===== src/hdl/ptwPkg.sv =====
// Sv39 page table walker shared definitions
// widths, walker states, page types and the page table entry layout
`default_nettype none

package ptwPkg;

  ////////////////////////////////////////
  // Sv39 widths
  ////////////////////////////////////////
  localparam int xlen           = 64; // data and entry word
  localparam int paBits         = 56; // physical address
  localparam int ppnBits        = 44; // physical page number
  localparam int vpnBits        = 9;  // one vpn field per level
  localparam int pageOffsetBits = 12;
  localparam int pteBytesLog2   = 3;  // 8 byte entries

  localparam logic [3:0] svModeSv39 = 4'd8; // satp.mode for Sv39

  ////////////////////////////////////////
  // walker states and page types
  ////////////////////////////////////////
  typedef enum logic [3:0] {
    IDLE, L2_ADR, L2_RD, L1_ADR, L1_RD, L0_ADR, L0_RD, LEAF, FAULT
  } walkStateT;

  typedef enum logic [1:0] {
    KILO = 2'd0, // 4 KiB
    MEGA = 2'd1, // 2 MiB
    GIGA = 2'd2  // 1 GiB
  } pageTypeT;

  // entry fields, msb first
  typedef struct packed {
    logic [9:0]  reserved;
    logic [25:0] ppn2;
    logic [8:0]  ppn1;
    logic [8:0]  ppn0;
    logic [1:0]  rsw;    // free for supervisor software
    logic        d, a, g, u;
    logic        x, w, r, v;
  } pteFieldsT;

  // raw word toward memory and TLB, fields for decoding
  typedef union packed {
    logic [xlen-1:0] raw;
    pteFieldsT       fields;
  } pteT;

endpackage

`default_nettype wire


===== src/hdl/walkStatusIf.sv =====
// walk status bus
// the sequencer publishes its state and walk outcome to the result stage
`timescale 1ns/1ps
`default_nettype none

interface walkStatusIf import ptwPkg::*; ();

  walkStateT state;        // current walker state
  logic      dtlbWalk;     // walk serves the data TLB
  logic      leafReached;  // entry ready for the TLB
  logic      faultReached; // memory fault ended the walk
  logic      missPending;  // a qualified TLB miss is present

  // sequencer side drives everything
  modport seq (
    output state,
    output dtlbWalk,
    output leafReached,
    output faultReached,
    output missPending
  );

  // result side only observes
  modport res (
    input state,
    input dtlbWalk,
    input leafReached,
    input faultReached,
    input missPending
  );

endinterface

`default_nettype wire


===== src/hdl/pteDecode.sv =====
// page table entry decoder
// flags the latched entry as valid, leaf or next level pointer
`timescale 1ns/1ps
`default_nettype none

module pteDecode import ptwPkg::*; (
  input  pteT        pte,          // latched entry
  input  logic [1:0] level,        // level the entry was read from
  output logic       pteValid,
  output logic       pteLeaf,
  output logic       pteNextLevel
);

  logic pteMisaligned; // superpage with low ppn bits set
  logic megaLowSet;
  logic gigaLowSet;

  ////////////////////////////////////////
  // permission and type bits
  ////////////////////////////////////////
  // w without r is a reserved encoding
  assign pteValid     = pte.fields.v & ~(pte.fields.w & ~pte.fields.r);
  assign pteLeaf      = pte.fields.x | pte.fields.w | pte.fields.r;
  assign pteNextLevel = pteValid & ~pteLeaf; // pointer to next table

  ////////////////////////////////////////
  // superpage alignment
  ////////////////////////////////////////
  assign megaLowSet = |pte.fields.ppn0;                      // megapage needs ppn0 clear
  assign gigaLowSet = |{pte.fields.ppn1, pte.fields.ppn0};  // gigapage needs ppn1 and ppn0 clear

  // only meaningful for leaves; the TLB raises the page fault
  always_comb begin
    case (level)
      2'd2:    pteMisaligned = pteLeaf & gigaLowSet;
      2'd1:    pteMisaligned = pteLeaf & megaLowSet;
      default: pteMisaligned = 1'b0; // kilopage is always aligned
    endcase
  end

  // checks on the decoded flags
  always_comb begin
    assert (!(pteLeaf && pteNextLevel))
      else $error("pteDecode leaf and next level pointer flagged together");
    if (pteLeaf && level == 2'd0) begin
      assert (!pteMisaligned)
        else $error("pteDecode level 0 leaf flagged misaligned");
    end
  end

endmodule

`default_nettype wire


===== src/hdl/walkSequencer.sv =====
// Sv39 walk sequencer
// runs the walker FSM, forms each entry address and latches the returned entry
`timescale 1ns/1ps
`default_nettype none

module walkSequencer import ptwPkg::*; (
  input  logic              clk,
  input  logic              rstN,
  input  logic              flush,          // abandon walk
  input  logic [xlen-1:0]   satp,
  input  logic              itlbMiss,
  input  logic              dtlbMiss,
  input  logic [xlen-1:0]   instrVAdr,
  input  logic [xlen-1:0]   dataVAdr,
  input  logic [xlen-1:0]   memReadData,
  input  logic              memStall,
  input  logic              memAccessFault,
  input  logic              pteNextLevel,   // latched entry points further down
  output logic              memRead,
  output logic [paBits-1:0] memAdr,
  output pteT               pte,
  output logic [1:0]        level,          // level the latched entry came from
  walkStatusIf.seq          status
);

  walkStateT            state, nextState;
  logic                 dtlbWalk;    // walk is for the data side
  logic                 sv39On;
  logic                 tlbMiss;
  logic                 startWalk;
  logic                 readDone;    // read completed without fault
  logic [1:0]           stateLevel;  // table level of the current state
  logic [xlen-1:0]      vAdr;
  logic [vpnBits-1:0]   vpn;
  logic [ppnBits-1:0]   rootPpn;
  logic [ppnBits-1:0]   entryPpn;
  logic [ppnBits-1:0]   tablePpn;

  ////////////////////////////////////////
  // walk request
  ////////////////////////////////////////
  assign sv39On    = satp[xlen-1 -: 4] == svModeSv39; // walks only in Sv39
  assign tlbMiss   = (itlbMiss | dtlbMiss) & sv39On;
  assign startWalk = (state == IDLE) & tlbMiss & ~memStall;

  // data side wins when both miss
  always_ff @(posedge clk or negedge rstN) begin
    if (!rstN) begin
      dtlbWalk <= 1'b0;
    end else if (startWalk) begin
      dtlbWalk <= dtlbMiss;
    end
  end

  ////////////////////////////////////////
  // FSM
  ////////////////////////////////////////
  always_ff @(posedge clk or negedge rstN) begin
    if (!rstN) begin
      state <= IDLE;
    end else if (flush) begin
      state <= IDLE; // flush drops the walk
    end else begin
      state <= nextState;
    end
  end

  always_comb begin
    nextState = state; // RD states hold while stalled
    case (state)
      IDLE:   if (startWalk) nextState = L2_ADR;
      L2_ADR: nextState = L2_RD;
      L2_RD:  if (!memStall) nextState = memAccessFault ? FAULT : L1_ADR;
      L1_ADR: nextState = pteNextLevel ? L1_RD : LEAF; // stop on leaf or bad entry
      L1_RD:  if (!memStall) nextState = memAccessFault ? FAULT : L0_ADR;
      L0_ADR: nextState = pteNextLevel ? L0_RD : LEAF;
      L0_RD:  if (!memStall) nextState = memAccessFault ? FAULT : LEAF;
      LEAF:   nextState = IDLE;
      FAULT:  nextState = IDLE;
      default: nextState = IDLE;
    endcase
  end

  always_comb begin
    case (state)
      L2_ADR, L2_RD: stateLevel = 2'd2;
      L1_ADR, L1_RD: stateLevel = 2'd1;
      default:       stateLevel = 2'd0;
    endcase
  end

  ////////////////////////////////////////
  // entry address
  ////////////////////////////////////////
  assign vAdr     = dtlbWalk ? dataVAdr : instrVAdr;
  assign vpn      = vAdr[pageOffsetBits + vpnBits * int'(stateLevel) +: vpnBits];
  assign rootPpn  = satp[ppnBits-1:0];   // root table from satp
  assign entryPpn = {pte.fields.ppn2, pte.fields.ppn1, pte.fields.ppn0};
  assign tablePpn = (stateLevel == 2'd2) ? rootPpn : entryPpn;

  assign memAdr  = {tablePpn, vpn, {pteBytesLog2{1'b0}}};
  assign memRead = (state == L2_RD) | (state == L1_RD) | (state == L0_RD);

  ////////////////////////////////////////
  // entry register
  ////////////////////////////////////////
  assign readDone = memRead & ~memStall & ~memAccessFault;

  always_ff @(posedge clk or negedge rstN) begin
    if (!rstN) begin
      pte   <= '0;
      level <= 2'd0;
    end else if (readDone) begin
      pte.raw <= memReadData;
      level   <= stateLevel; // remember where this entry was found
    end
  end

  // status toward the result stage
  assign status.state        = state;
  assign status.dtlbWalk     = dtlbWalk;
  assign status.leafReached  = state == LEAF;
  assign status.faultReached = state == FAULT;
  assign status.missPending  = tlbMiss;

  ////////////////////////////////////////
  // checks
  ////////////////////////////////////////
  readOnlyInRd: assert property (@(posedge clk) disable iff (!rstN)
    memRead |-> state inside {L2_RD, L1_RD, L0_RD})
    else $error("walkSequencer memRead high in state %s", state.name());

  // stalled read keeps its address
  adrStableOnStall: assert property (@(posedge clk) disable iff (!rstN)
    (memRead && memStall && !flush) |=> $stable(memAdr))
    else $error("walkSequencer memAdr moved during a stalled read");

endmodule

`default_nettype wire


===== src/hdl/walkResult.sv =====
// walk result stage
// tracks the page type and steers TLB write strobes and access fault pulses
`timescale 1ns/1ps
`default_nettype none

module walkResult import ptwPkg::*; (
  input  logic     clk,
  input  logic     rstN,
  input  logic     flush,
  walkStatusIf.res status,
  output pageTypeT pageType,
  output logic     itlbWrite,
  output logic     dtlbWrite,
  output logic     walkStall,
  output logic     instrAccessFault,
  output logic     dataAccessFault
);

  pageTypeT nextPageType;
  logic     walkBusy; // walker owns memory

  ////////////////////////////////////////
  // page type
  ////////////////////////////////////////
  // deepest level read so far sets the size
  always_comb begin
    case (status.state)
      L2_RD:   nextPageType = GIGA;
      L1_RD:   nextPageType = MEGA;
      L0_RD:   nextPageType = KILO;
      default: nextPageType = pageType;
    endcase
  end

  always_ff @(posedge clk or negedge rstN) begin
    if (!rstN) begin
      pageType <= KILO;
    end else if (!flush) begin
      pageType <= nextPageType; // a flushed read leaves it alone
    end
  end

  ////////////////////////////////////////
  // strobes and pulses
  ////////////////////////////////////////
  assign itlbWrite = status.leafReached & ~status.dtlbWalk;
  assign dtlbWrite = status.leafReached & status.dtlbWalk;

  assign instrAccessFault = status.faultReached & ~status.dtlbWalk;
  assign dataAccessFault  = status.faultReached & status.dtlbWalk;

  // FAULT releases the pipeline so the trap can be taken
  assign walkBusy  = (status.state != IDLE) & (status.state != FAULT);
  assign walkStall = walkBusy | ((status.state == IDLE) & status.missPending);

  ////////////////////////////////////////
  // checks
  ////////////////////////////////////////
  oneTlbWrite: assert property (@(posedge clk) disable iff (!rstN)
    !(itlbWrite && dtlbWrite))
    else $error("walkResult itlbWrite and dtlbWrite high together");

endmodule

`default_nettype wire


===== src/hdl/pageWalker.sv =====
// Sv39 hardware page table walker
// serves instruction and data TLB misses with up to three entry reads
`timescale 1ns/1ps
`default_nettype none

module pageWalker import ptwPkg::*; (
  input  logic              clk,
  input  logic              rstN,
  input  logic              flush,
  input  logic [xlen-1:0]   satp,            // mode and root page number
  input  logic              itlbMiss,
  input  logic              dtlbMiss,
  input  logic [xlen-1:0]   instrVAdr,
  input  logic [xlen-1:0]   dataVAdr,
  input  logic [xlen-1:0]   memReadData,
  input  logic              memStall,
  input  logic              memAccessFault,
  output logic              memRead,
  output logic [paBits-1:0] memAdr,
  output pteT               pte,             // entry to the TLBs
  output pageTypeT          pageType,
  output logic              itlbWrite,
  output logic              dtlbWrite,
  output logic              walkStall,
  output logic              instrAccessFault,
  output logic              dataAccessFault
);

  logic       pteNextLevel;
  logic [1:0] level;

  walkStatusIf statusBus ();

  ////////////////////////////////////////
  // FSM and address path
  ////////////////////////////////////////
  walkSequencer walkSequencer_inst (
    .clk            (clk),
    .rstN           (rstN),
    .flush          (flush),
    .satp           (satp),
    .itlbMiss       (itlbMiss),
    .dtlbMiss       (dtlbMiss),
    .instrVAdr      (instrVAdr),
    .dataVAdr       (dataVAdr),
    .memReadData    (memReadData),
    .memStall       (memStall),
    .memAccessFault (memAccessFault),
    .pteNextLevel   (pteNextLevel),
    .memRead        (memRead),
    .memAdr         (memAdr),
    .pte            (pte),
    .level          (level),
    .status         (statusBus.seq)
  );

  // entry flags back to the FSM
  pteDecode pteDecode_inst (
    .pte          (pte),
    .level        (level),
    .pteValid     (),
    .pteLeaf      (),
    .pteNextLevel (pteNextLevel)
  );

  walkResult walkResult_inst (
    .clk              (clk),
    .rstN             (rstN),
    .flush            (flush),
    .status           (statusBus.res),
    .pageType         (pageType),
    .itlbWrite        (itlbWrite),
    .dtlbWrite        (dtlbWrite),
    .walkStall        (walkStall),
    .instrAccessFault (instrAccessFault),
    .dataAccessFault  (dataAccessFault)
  );

endmodule

`default_nettype wire


===== config.mk =====
export PLATFORM = sky130hd
export DESIGN_NAME = pageWalker
export DESIGN_NICKNAME = d
export VERILOG_FILES = /design/src/hdl/ptwPkg.sv /design/src/hdl/walkStatusIf.sv /design/src/hdl/pteDecode.sv /design/src/hdl/walkSequencer.sv /design/src/hdl/walkResult.sv /design/src/hdl/pageWalker.sv
export SDC_FILE = /design/constraint.sdc
export NUM_CORES = 1
export LEC_CHECK = 0
export ABC_AREA = 1
export BUFFER_PORTS_ARGS = -buffer_cell sky130_fd_sc_hd__clkbuf_2
export CORE_AREA = 2 2 152 154
export CTS_CLUSTER_DIAMETER = 200
export DETAILED_ROUTE_END_ITERATION = 12
export DIE_AREA = 0 0 154 156
export PLACE_DENSITY = 0.59
export SYNTH_ARGS = -nofsm -noshare
export SYNTH_HDL_FRONTEND = slang
export SYNTH_HIERARCHICAL = 1
export SYNTH_SLANG_ARGS = --single-unit
export TNS_END_PERCENT = 1

===== constraint.sdc =====
create_clock -name clk -period 2.4 [get_ports clk]
set_clock_uncertainty 0.1 [all_clocks]
set_input_delay 0.48 -clock clk [delete_from_list [all_inputs] [get_ports clk]]
set_output_delay 0.48 -clock clk [all_outputs]
set_load 0.02 [all_outputs]

==> results of run 1 <==
## timing repair
action                                  4_1_cts  5_1_grt
gates cloned                                  2        0
hold buffers                                  0        0
setup buffers                                 4        5
pin swaps                                     2       11
endpoints found under the setup margin       50       49
gates resized for setup                      18       81
## metrics by stage
stage	hold WS (ns)	setup TNS [ns]	std cells
finish	0.00600	0	1236
global route	0.0334	-1.49	1236
global placement	0.373	0	1210
floorplan	0.0844	0	641
CTS	0.0194	-0.0566	1232
detailed placement	0.381	0	1210
## sequential cells by signal (all words and copies together), names as in the netlist
register,flops
walkSequencer_inst/status.dtlbWalk,1
walkResult_inst/pageType,2
walkSequencer_inst/status.state,4
walkSequencer_inst/pte,64
## cell type report
| cell class | count | area (µm²) | share of cell area [%] |
|---|---|---|---|
| multi-input cells | 445 | 2030 | 30.2 |
| repair buffers | 326 | 1890 | 28.1 |
| flip-flops and latches | 71 | 1780 | 26.4 |
| inverters | 93 | 360 | 5.36 |
| well taps | 285 | 357 | 5.30 |
| clock buffers | 11 | 233 | 3.46 |
| clock inverters | 5 | 82.6 | 1.23 |
## report_power, final
part           internal (µW)  switching [µW]
clock                    913             544
combinational            568             923
sequential              1350             126
## per-layer routing
metal  vias to the layer above  GRT usage [%]
li1                       2553              -
met1                      2202           15.2
met2                       268           23.1
met3                        36           3.92
met4                         0           5.65
met5                         -              0
## worst paths after layout
check / start / end / slack, ns / depth (start not counted)
worst max-delay path: walkSequencer_inst/status.state[1] / memAdr[9] / 0.002 / 9
worst max register to register: walkSequencer_inst/status.state[2] / walkSequencer_inst/pte[35] / 0.43 / 9
worst min register to register: walkSequencer_inst/pte[54] / walkSequencer_inst/pte[54] / 0.39 / 2
min in group clk: memReadData[13] / walkSequencer_inst/pte[13] / 0.25 / 3
worst min-delay path: rstN / walkSequencer_inst/pte[6] / 0.006 / 1
max in group asynchronous: rstN / walkSequencer_inst/pte[37] / 1.59 / 2
## worst max-delay path, stage by stage (launching register included)
cell     delay (ns)
dfrtp_1        0.42
nand2_2        0.11
inv_2          0.07
nand2_4        0.11
o21ai_4        0.11
buf_6          0.14
buf_6          0.12
o21ai_1        0.17
nand2_1        0.09
buf_6          0.14
==> out/summary.md, run 1 <==
The fraction of layout instances using a drive strength above 1 was 40.8%; the die extent in y was 156 µm. The filler cells instantiated in the layout total 2472. The library cells used most frequently in the layout, excluding fill and tap cells, are nand2_1, clkbuf_2, inv_1.

The number of nets at the end of the flow was 1209; the final core utilization was 30.1%. For the finished layout, the period the worst path requires is 2.40 ns. After detailed routing, the number of remaining DRC violations is 0.

VDD sags by at most 286 µV. The tools report the CTS sink count as 71. STA classifies the critical path startpoint as a flip-flop.

The final hold violation count is 0. In this run, the number of DRC markers left after iteration 0 of detailed routing was 356. The ratio of total power to cell area works out to 658 nW/µm².

The clock input transition at the sequential cells of the worst setup and hold paths was 0.06 ns. The via-per-instance ratio was 4.09. Summed over all layers, the routed wires come to 16300 µm.

TritonCTS built the clock tree. After detailed placement, the total cell area comes to 6110 µm². Count of max-cap constraint violations: 0. Detailed routing placed a total of 1420 µm of wire on met3.

The count of buffers added on input and output ports is 297. Routed signal wires occupy layers up through met4. The completed layout was analyzed and its total power is 4430 µW.

Total number of vias: 5059. The remaining number of nets flagged by the antenna check after routing is 0, and the die outline width is 154 µm. The library cell used most frequently in the layout, excluding fill and tap cells, is nand2_1. The flow ran to the end, and the final reports show no timing, DRC or antenna violations. The floorplan step defined a die boundary enclosing 24000 µm².

For this design the top-level I/O count stands at 391. The area growth from synthesis to layout is 57.4%, and the all-layer global routing usage is 13.3%. The number of standard-cell rows in the floorplan is 55. Static timing analysis puts the maximum clock frequency at 0.417 GHz. Of all nets on the critical path, the largest fanout is 6.

For this run the aggregate overflow at the end of global routing stands at 0. For the core outline area, the log shows 22400 µm². Dividing the synthesized area by the synthesized cell count gives 6.69 µm². Once the floorplan was initialized, standard cells occupied 19.1% of the core. Detailed-routing wirelength on met1: 6550 µm. At the placement stage, the worst setup path has a slack of 0.0655 ns. The worst setup path is captured at an output pin. The tools report the final worst slack as 0.00187 ns. The root cell of the clock tree was clkbuf_16. Number of max-slew violations in the final report: 0. The number of detailed-route iterations in the first pass is 4. The H-tree was split into 3 levels.

At the end of routability-driven placement, the weighted congestion stood at 0.746. The run gives 1.82 ns as the data arrival time of the critical path. For the post-synthesis instance area, the log shows 4270 µm². For the worst setup path, the data required time is 1.82 ns.

Dividing the detail-routed wire length by the instance count gives 13.2 µm. Entering global routing, the biggest net connects 40 pins. The run gives 0.00407 µW as the static leakage. The routed length on met2 was 7890 µm; the synthesized instance count was 639.

Counting the buffers created by CTS gives 9. The final antenna diode count came out at 0. Setup repair after global routing could not meet its margin everywhere.

No sink is reached through more buffers than the 2 on the longest clock path. Setup violations remaining at the end of the flow were counted as 0. The type of the worst setup path was reg2out. The number of antenna violations at the first check in global routing is 0, and the final clock period utilization by the worst path is 99.9%.

The global-route wire length before repair came out at 24700 µm. The tools report the insertion delay of the later-clocked pin in the worst-skew pair as 0.34 ns. For the via count of the first global-routing pass, the log shows 4789. In this run the worst hold path is classified as in2async.

Yosys printed 6 warnings. Final standard cell area without fillers: 6730 µm². Detailed placement finished with a half-perimeter wire length of 12100 µm.
Power figures use the tool's default switching activity.
==> run 2: changes to the inputs <==
Settings changed: PLACE_DENSITY 0.59 to 0.43.
==> run 2 against run 1 <==
Net effect:
- the flow now finishes with violations (setup timing)
- sequential share of layout area fell by 0.35 points
- critical path depth did not move
- largest cell class unchanged
- largest power group is now clock
- register-to-register slack improved by 0.06 ns
- worst hold slack improved by 0.25 ns
- first-iteration DRC count fell by 17%
- via count fell by 3.1%
- total power rose by 2.0%
- sequential power barely moved
- setup slack got worse by 0.015 ns
==> out/summary.md, run 2 (synthesized netlist as in run 1, its figures left out) <==
The first TritonRoute pass finished after 4 iterations. The top cell types in the final layout, fill and taps aside, are clkbuf_2, nand2_1, inv_1. After floorplanning, the core was sized to cover 22400 µm². Dividing the final minimum period by the clock period gives 101%.

The sum of net half-perimeters after detailed placement is 12500 µm. In this run the remaining antenna-violating nets after routing total 0. The number of antenna violations at the first check in global routing came out at 0. The maximum ir drop on the vdd rail was 284 µV; the area occupied by registers was 1780 µm². The critical path goes through nor2_4 > nand2_4 > o21ai_4 > buf_12 > clkinvlp_4 > o21ai_0 > nand3_1 > nand2_1 > buf_6. The run finished, with violations left. For the final sum of negative setup slack, the log shows -0.0130 ns. Counting the fill cells in the layout gives 2473. The total power is 4520 µW, and the buffering stage count on the worst path with inverters included is 3.

The tools report the final hold violation count as 0. Data on the critical path is required at its endpoint by 1.82 ns. The die outline width was 154 µm. The run gives 16300 µm as the total detailed-routing wirelength. The number of max-slew violations in the final report came out at 0.

Grouping stages by cell kind, the critical path spends the most delay in simple AND/OR/NAND/NOR gates. The static leakage is 0.00410 µW, and the total number of vias is 4903. For the maximum number of pins on one net before global-route repair, the log shows 39. During placement, the flow inserted port buffers numbering 297. In the final layout, the multi-input gates occupy 2020 µm². STA classifies the critical path endpoint as an output pin.

The die covers 24000 µm². The final antenna diode count is 0, and the number of nets at the end of the flow is 1215. The post-route netlist has 41.3% of its cells at a drive strength greater than 1. The via count of the first global-routing pass was 4701; the maximum cell stage delay along the critical path was 0.44 ns. Via-per-instance ratio: 3.95. The clock passes through at most 2 buffers. Pin placement for this block handled 391 I/O pins. The ratio of total power to cell area is 662 nW/µm². The run gives 1 as the final setup violation count.

The checks that failed: setup timing. The area growth from synthesis to layout is 59.6%, and the number of CTS-inserted buffers is 9. The detailed-route wire length per cell was 13.2 µm; the number of standard-cell rows in the floorplan was 55. The worst setup path is of the reg2out kind.

The CTS sink count was 71; the starting utilization of the core area was 19.1%. The insertion delay of the later-clocked pin in the worst-skew pair is 0.33 ns, and the clock input transition at the sequential cells of the worst setup and hold paths is 0.06 ns. The tree is rooted in a clkbuf_16. The achievable frequency was 0.414 GHz; the level count of the clock H-tree was 3. STA classifies the critical path startpoint as a flip-flop.

The path class of the tightest hold or removal check is in2reg. The data arrival time of the critical path is 1.83 ns. The library cell used most frequently in the layout, excluding fill and tap cells, is clkbuf_2. TritonCTS built the clock tree.

The register with the most flip-flops in the layout has 64 of them. The first global-routing pass estimated 24700 µm of wire. Among all stages on the critical path, the largest delay is contributed by dfrtp_2. The largest register by flop count is walkSequencer_inst/pte.

The tools report the total congestion overflow as 0. In the final layout, the registers with the most flip-flops are walkSequencer_inst/pte (64), walkSequencer_inst/status.state (4), walkResult_inst/pageType (2). The count of max-cap constraint violations came out at 0. Setup repair after global routing could not meet its margin everywhere.

Maximum fanout along the worst path: 6. At the end of routability-driven placement, the weighted congestion stood at 0.786. In this run, the number of DRC markers left after iteration 0 of detailed routing was 296. The final worst slack is -0.0130 ns. The final hold slack was 0.255 ns.

The number of remaining DRC errors was 0; the die extent in y was 156 µm. Global routing used 13.0% of the available tracks. Prior to clock tree synthesis, the placed netlist has a worst setup slack of 0.192 ns.

After layout, the minimum clock period comes to 2.41 ns.
run 2: area by class of cell:
| cell class | count | share of cell area (%) |
|---|---|---|
| Clock buffer | 10 | 3.50 |
| Clock inverter | 5 | 1.56 |
| Inverter | 93 | 5.37 |
| Multi-Input combinational cell | 444 | 29.6 |
| Sequential cell | 71 | 26.1 |
| Tap cell | 285 | 5.23 |
| Timing Repair Buffer | 332 | 28.6 |
| Timing Repair inverter | 1 | 0.110 |
run 2: where the power goes:
group	switching (µW)	internal (µW)	total (µW)
Sequential	130	1350	1480
Clock	532	1040	1570
Combinational	909	551	1460
Total	1570	2950	4520
run 2: worst register-to-register path, stage by stage, from the launching register on:
cell	delay (ns)
dfrtp_2	0.44
nor2_4	0.19
buf_4	0.17
nand2_1	0.06
nand2_2	0.12
nand3_4	0.26
buf_4	0.31
nand2_1	0.07
o21ai_1	0.07
run 2: metrics by stage:
| stage | std cells | util [%] | instance area, µm² |
|---|---|---|---|
| finish | 1241 | 30.5 | 6820 |
| global route | 1241 | 30.5 | 6820 |
| CTS | 1234 | 29.6 | 6610 |
| detailed placement | 1213 | 27.5 | 6150 |
| global placement | 1213 | 27.5 | 6150 |
| floorplan | 641 | - | 4280 |
run 2: worst paths after layout:
kind,to,cells after the start,startpoint,slack [ns]
min,walkSequencer_inst/pte[61],3,memReadData[61],0.26
max reg2reg,walkSequencer_inst/pte[13],8,walkSequencer_inst/status.state[2],0.49
max in group asynchronous,walkSequencer_inst/status.state[2],3,rstN,1.13
max,memAdr[5],9,walkSequencer_inst/status.state[2],-0.01
min reg2reg,walkSequencer_inst/pte[8],2,walkSequencer_inst/pte[8],0.39
min in group asynchronous,walkSequencer_inst/pte[45],2,rstN,0.52
run 2: repair_timing:
| item | 4_1_cts | 5_1_grt |
|---|---|---|
| endpoints found under the setup margin | 53 | 45 |
| gates cloned | 1 | 2 |
| hold endpoints to repair | 25 | 0 |
| resized for setup | 12 | 61 |
| hold buffers | 1 | 0 |
| setup buffers | 4 | 6 |
| pin swaps | 3 | 11 |
run 2: per-layer routing:
layer	vias up	global-route usage, %	part of all wire, %
li1	2559	-	-
met1	2123	15.0	42
met2	212	23.7	49
met3	9	3.50	7.5
met4	0	3.74	1.2
met5	-	0	0
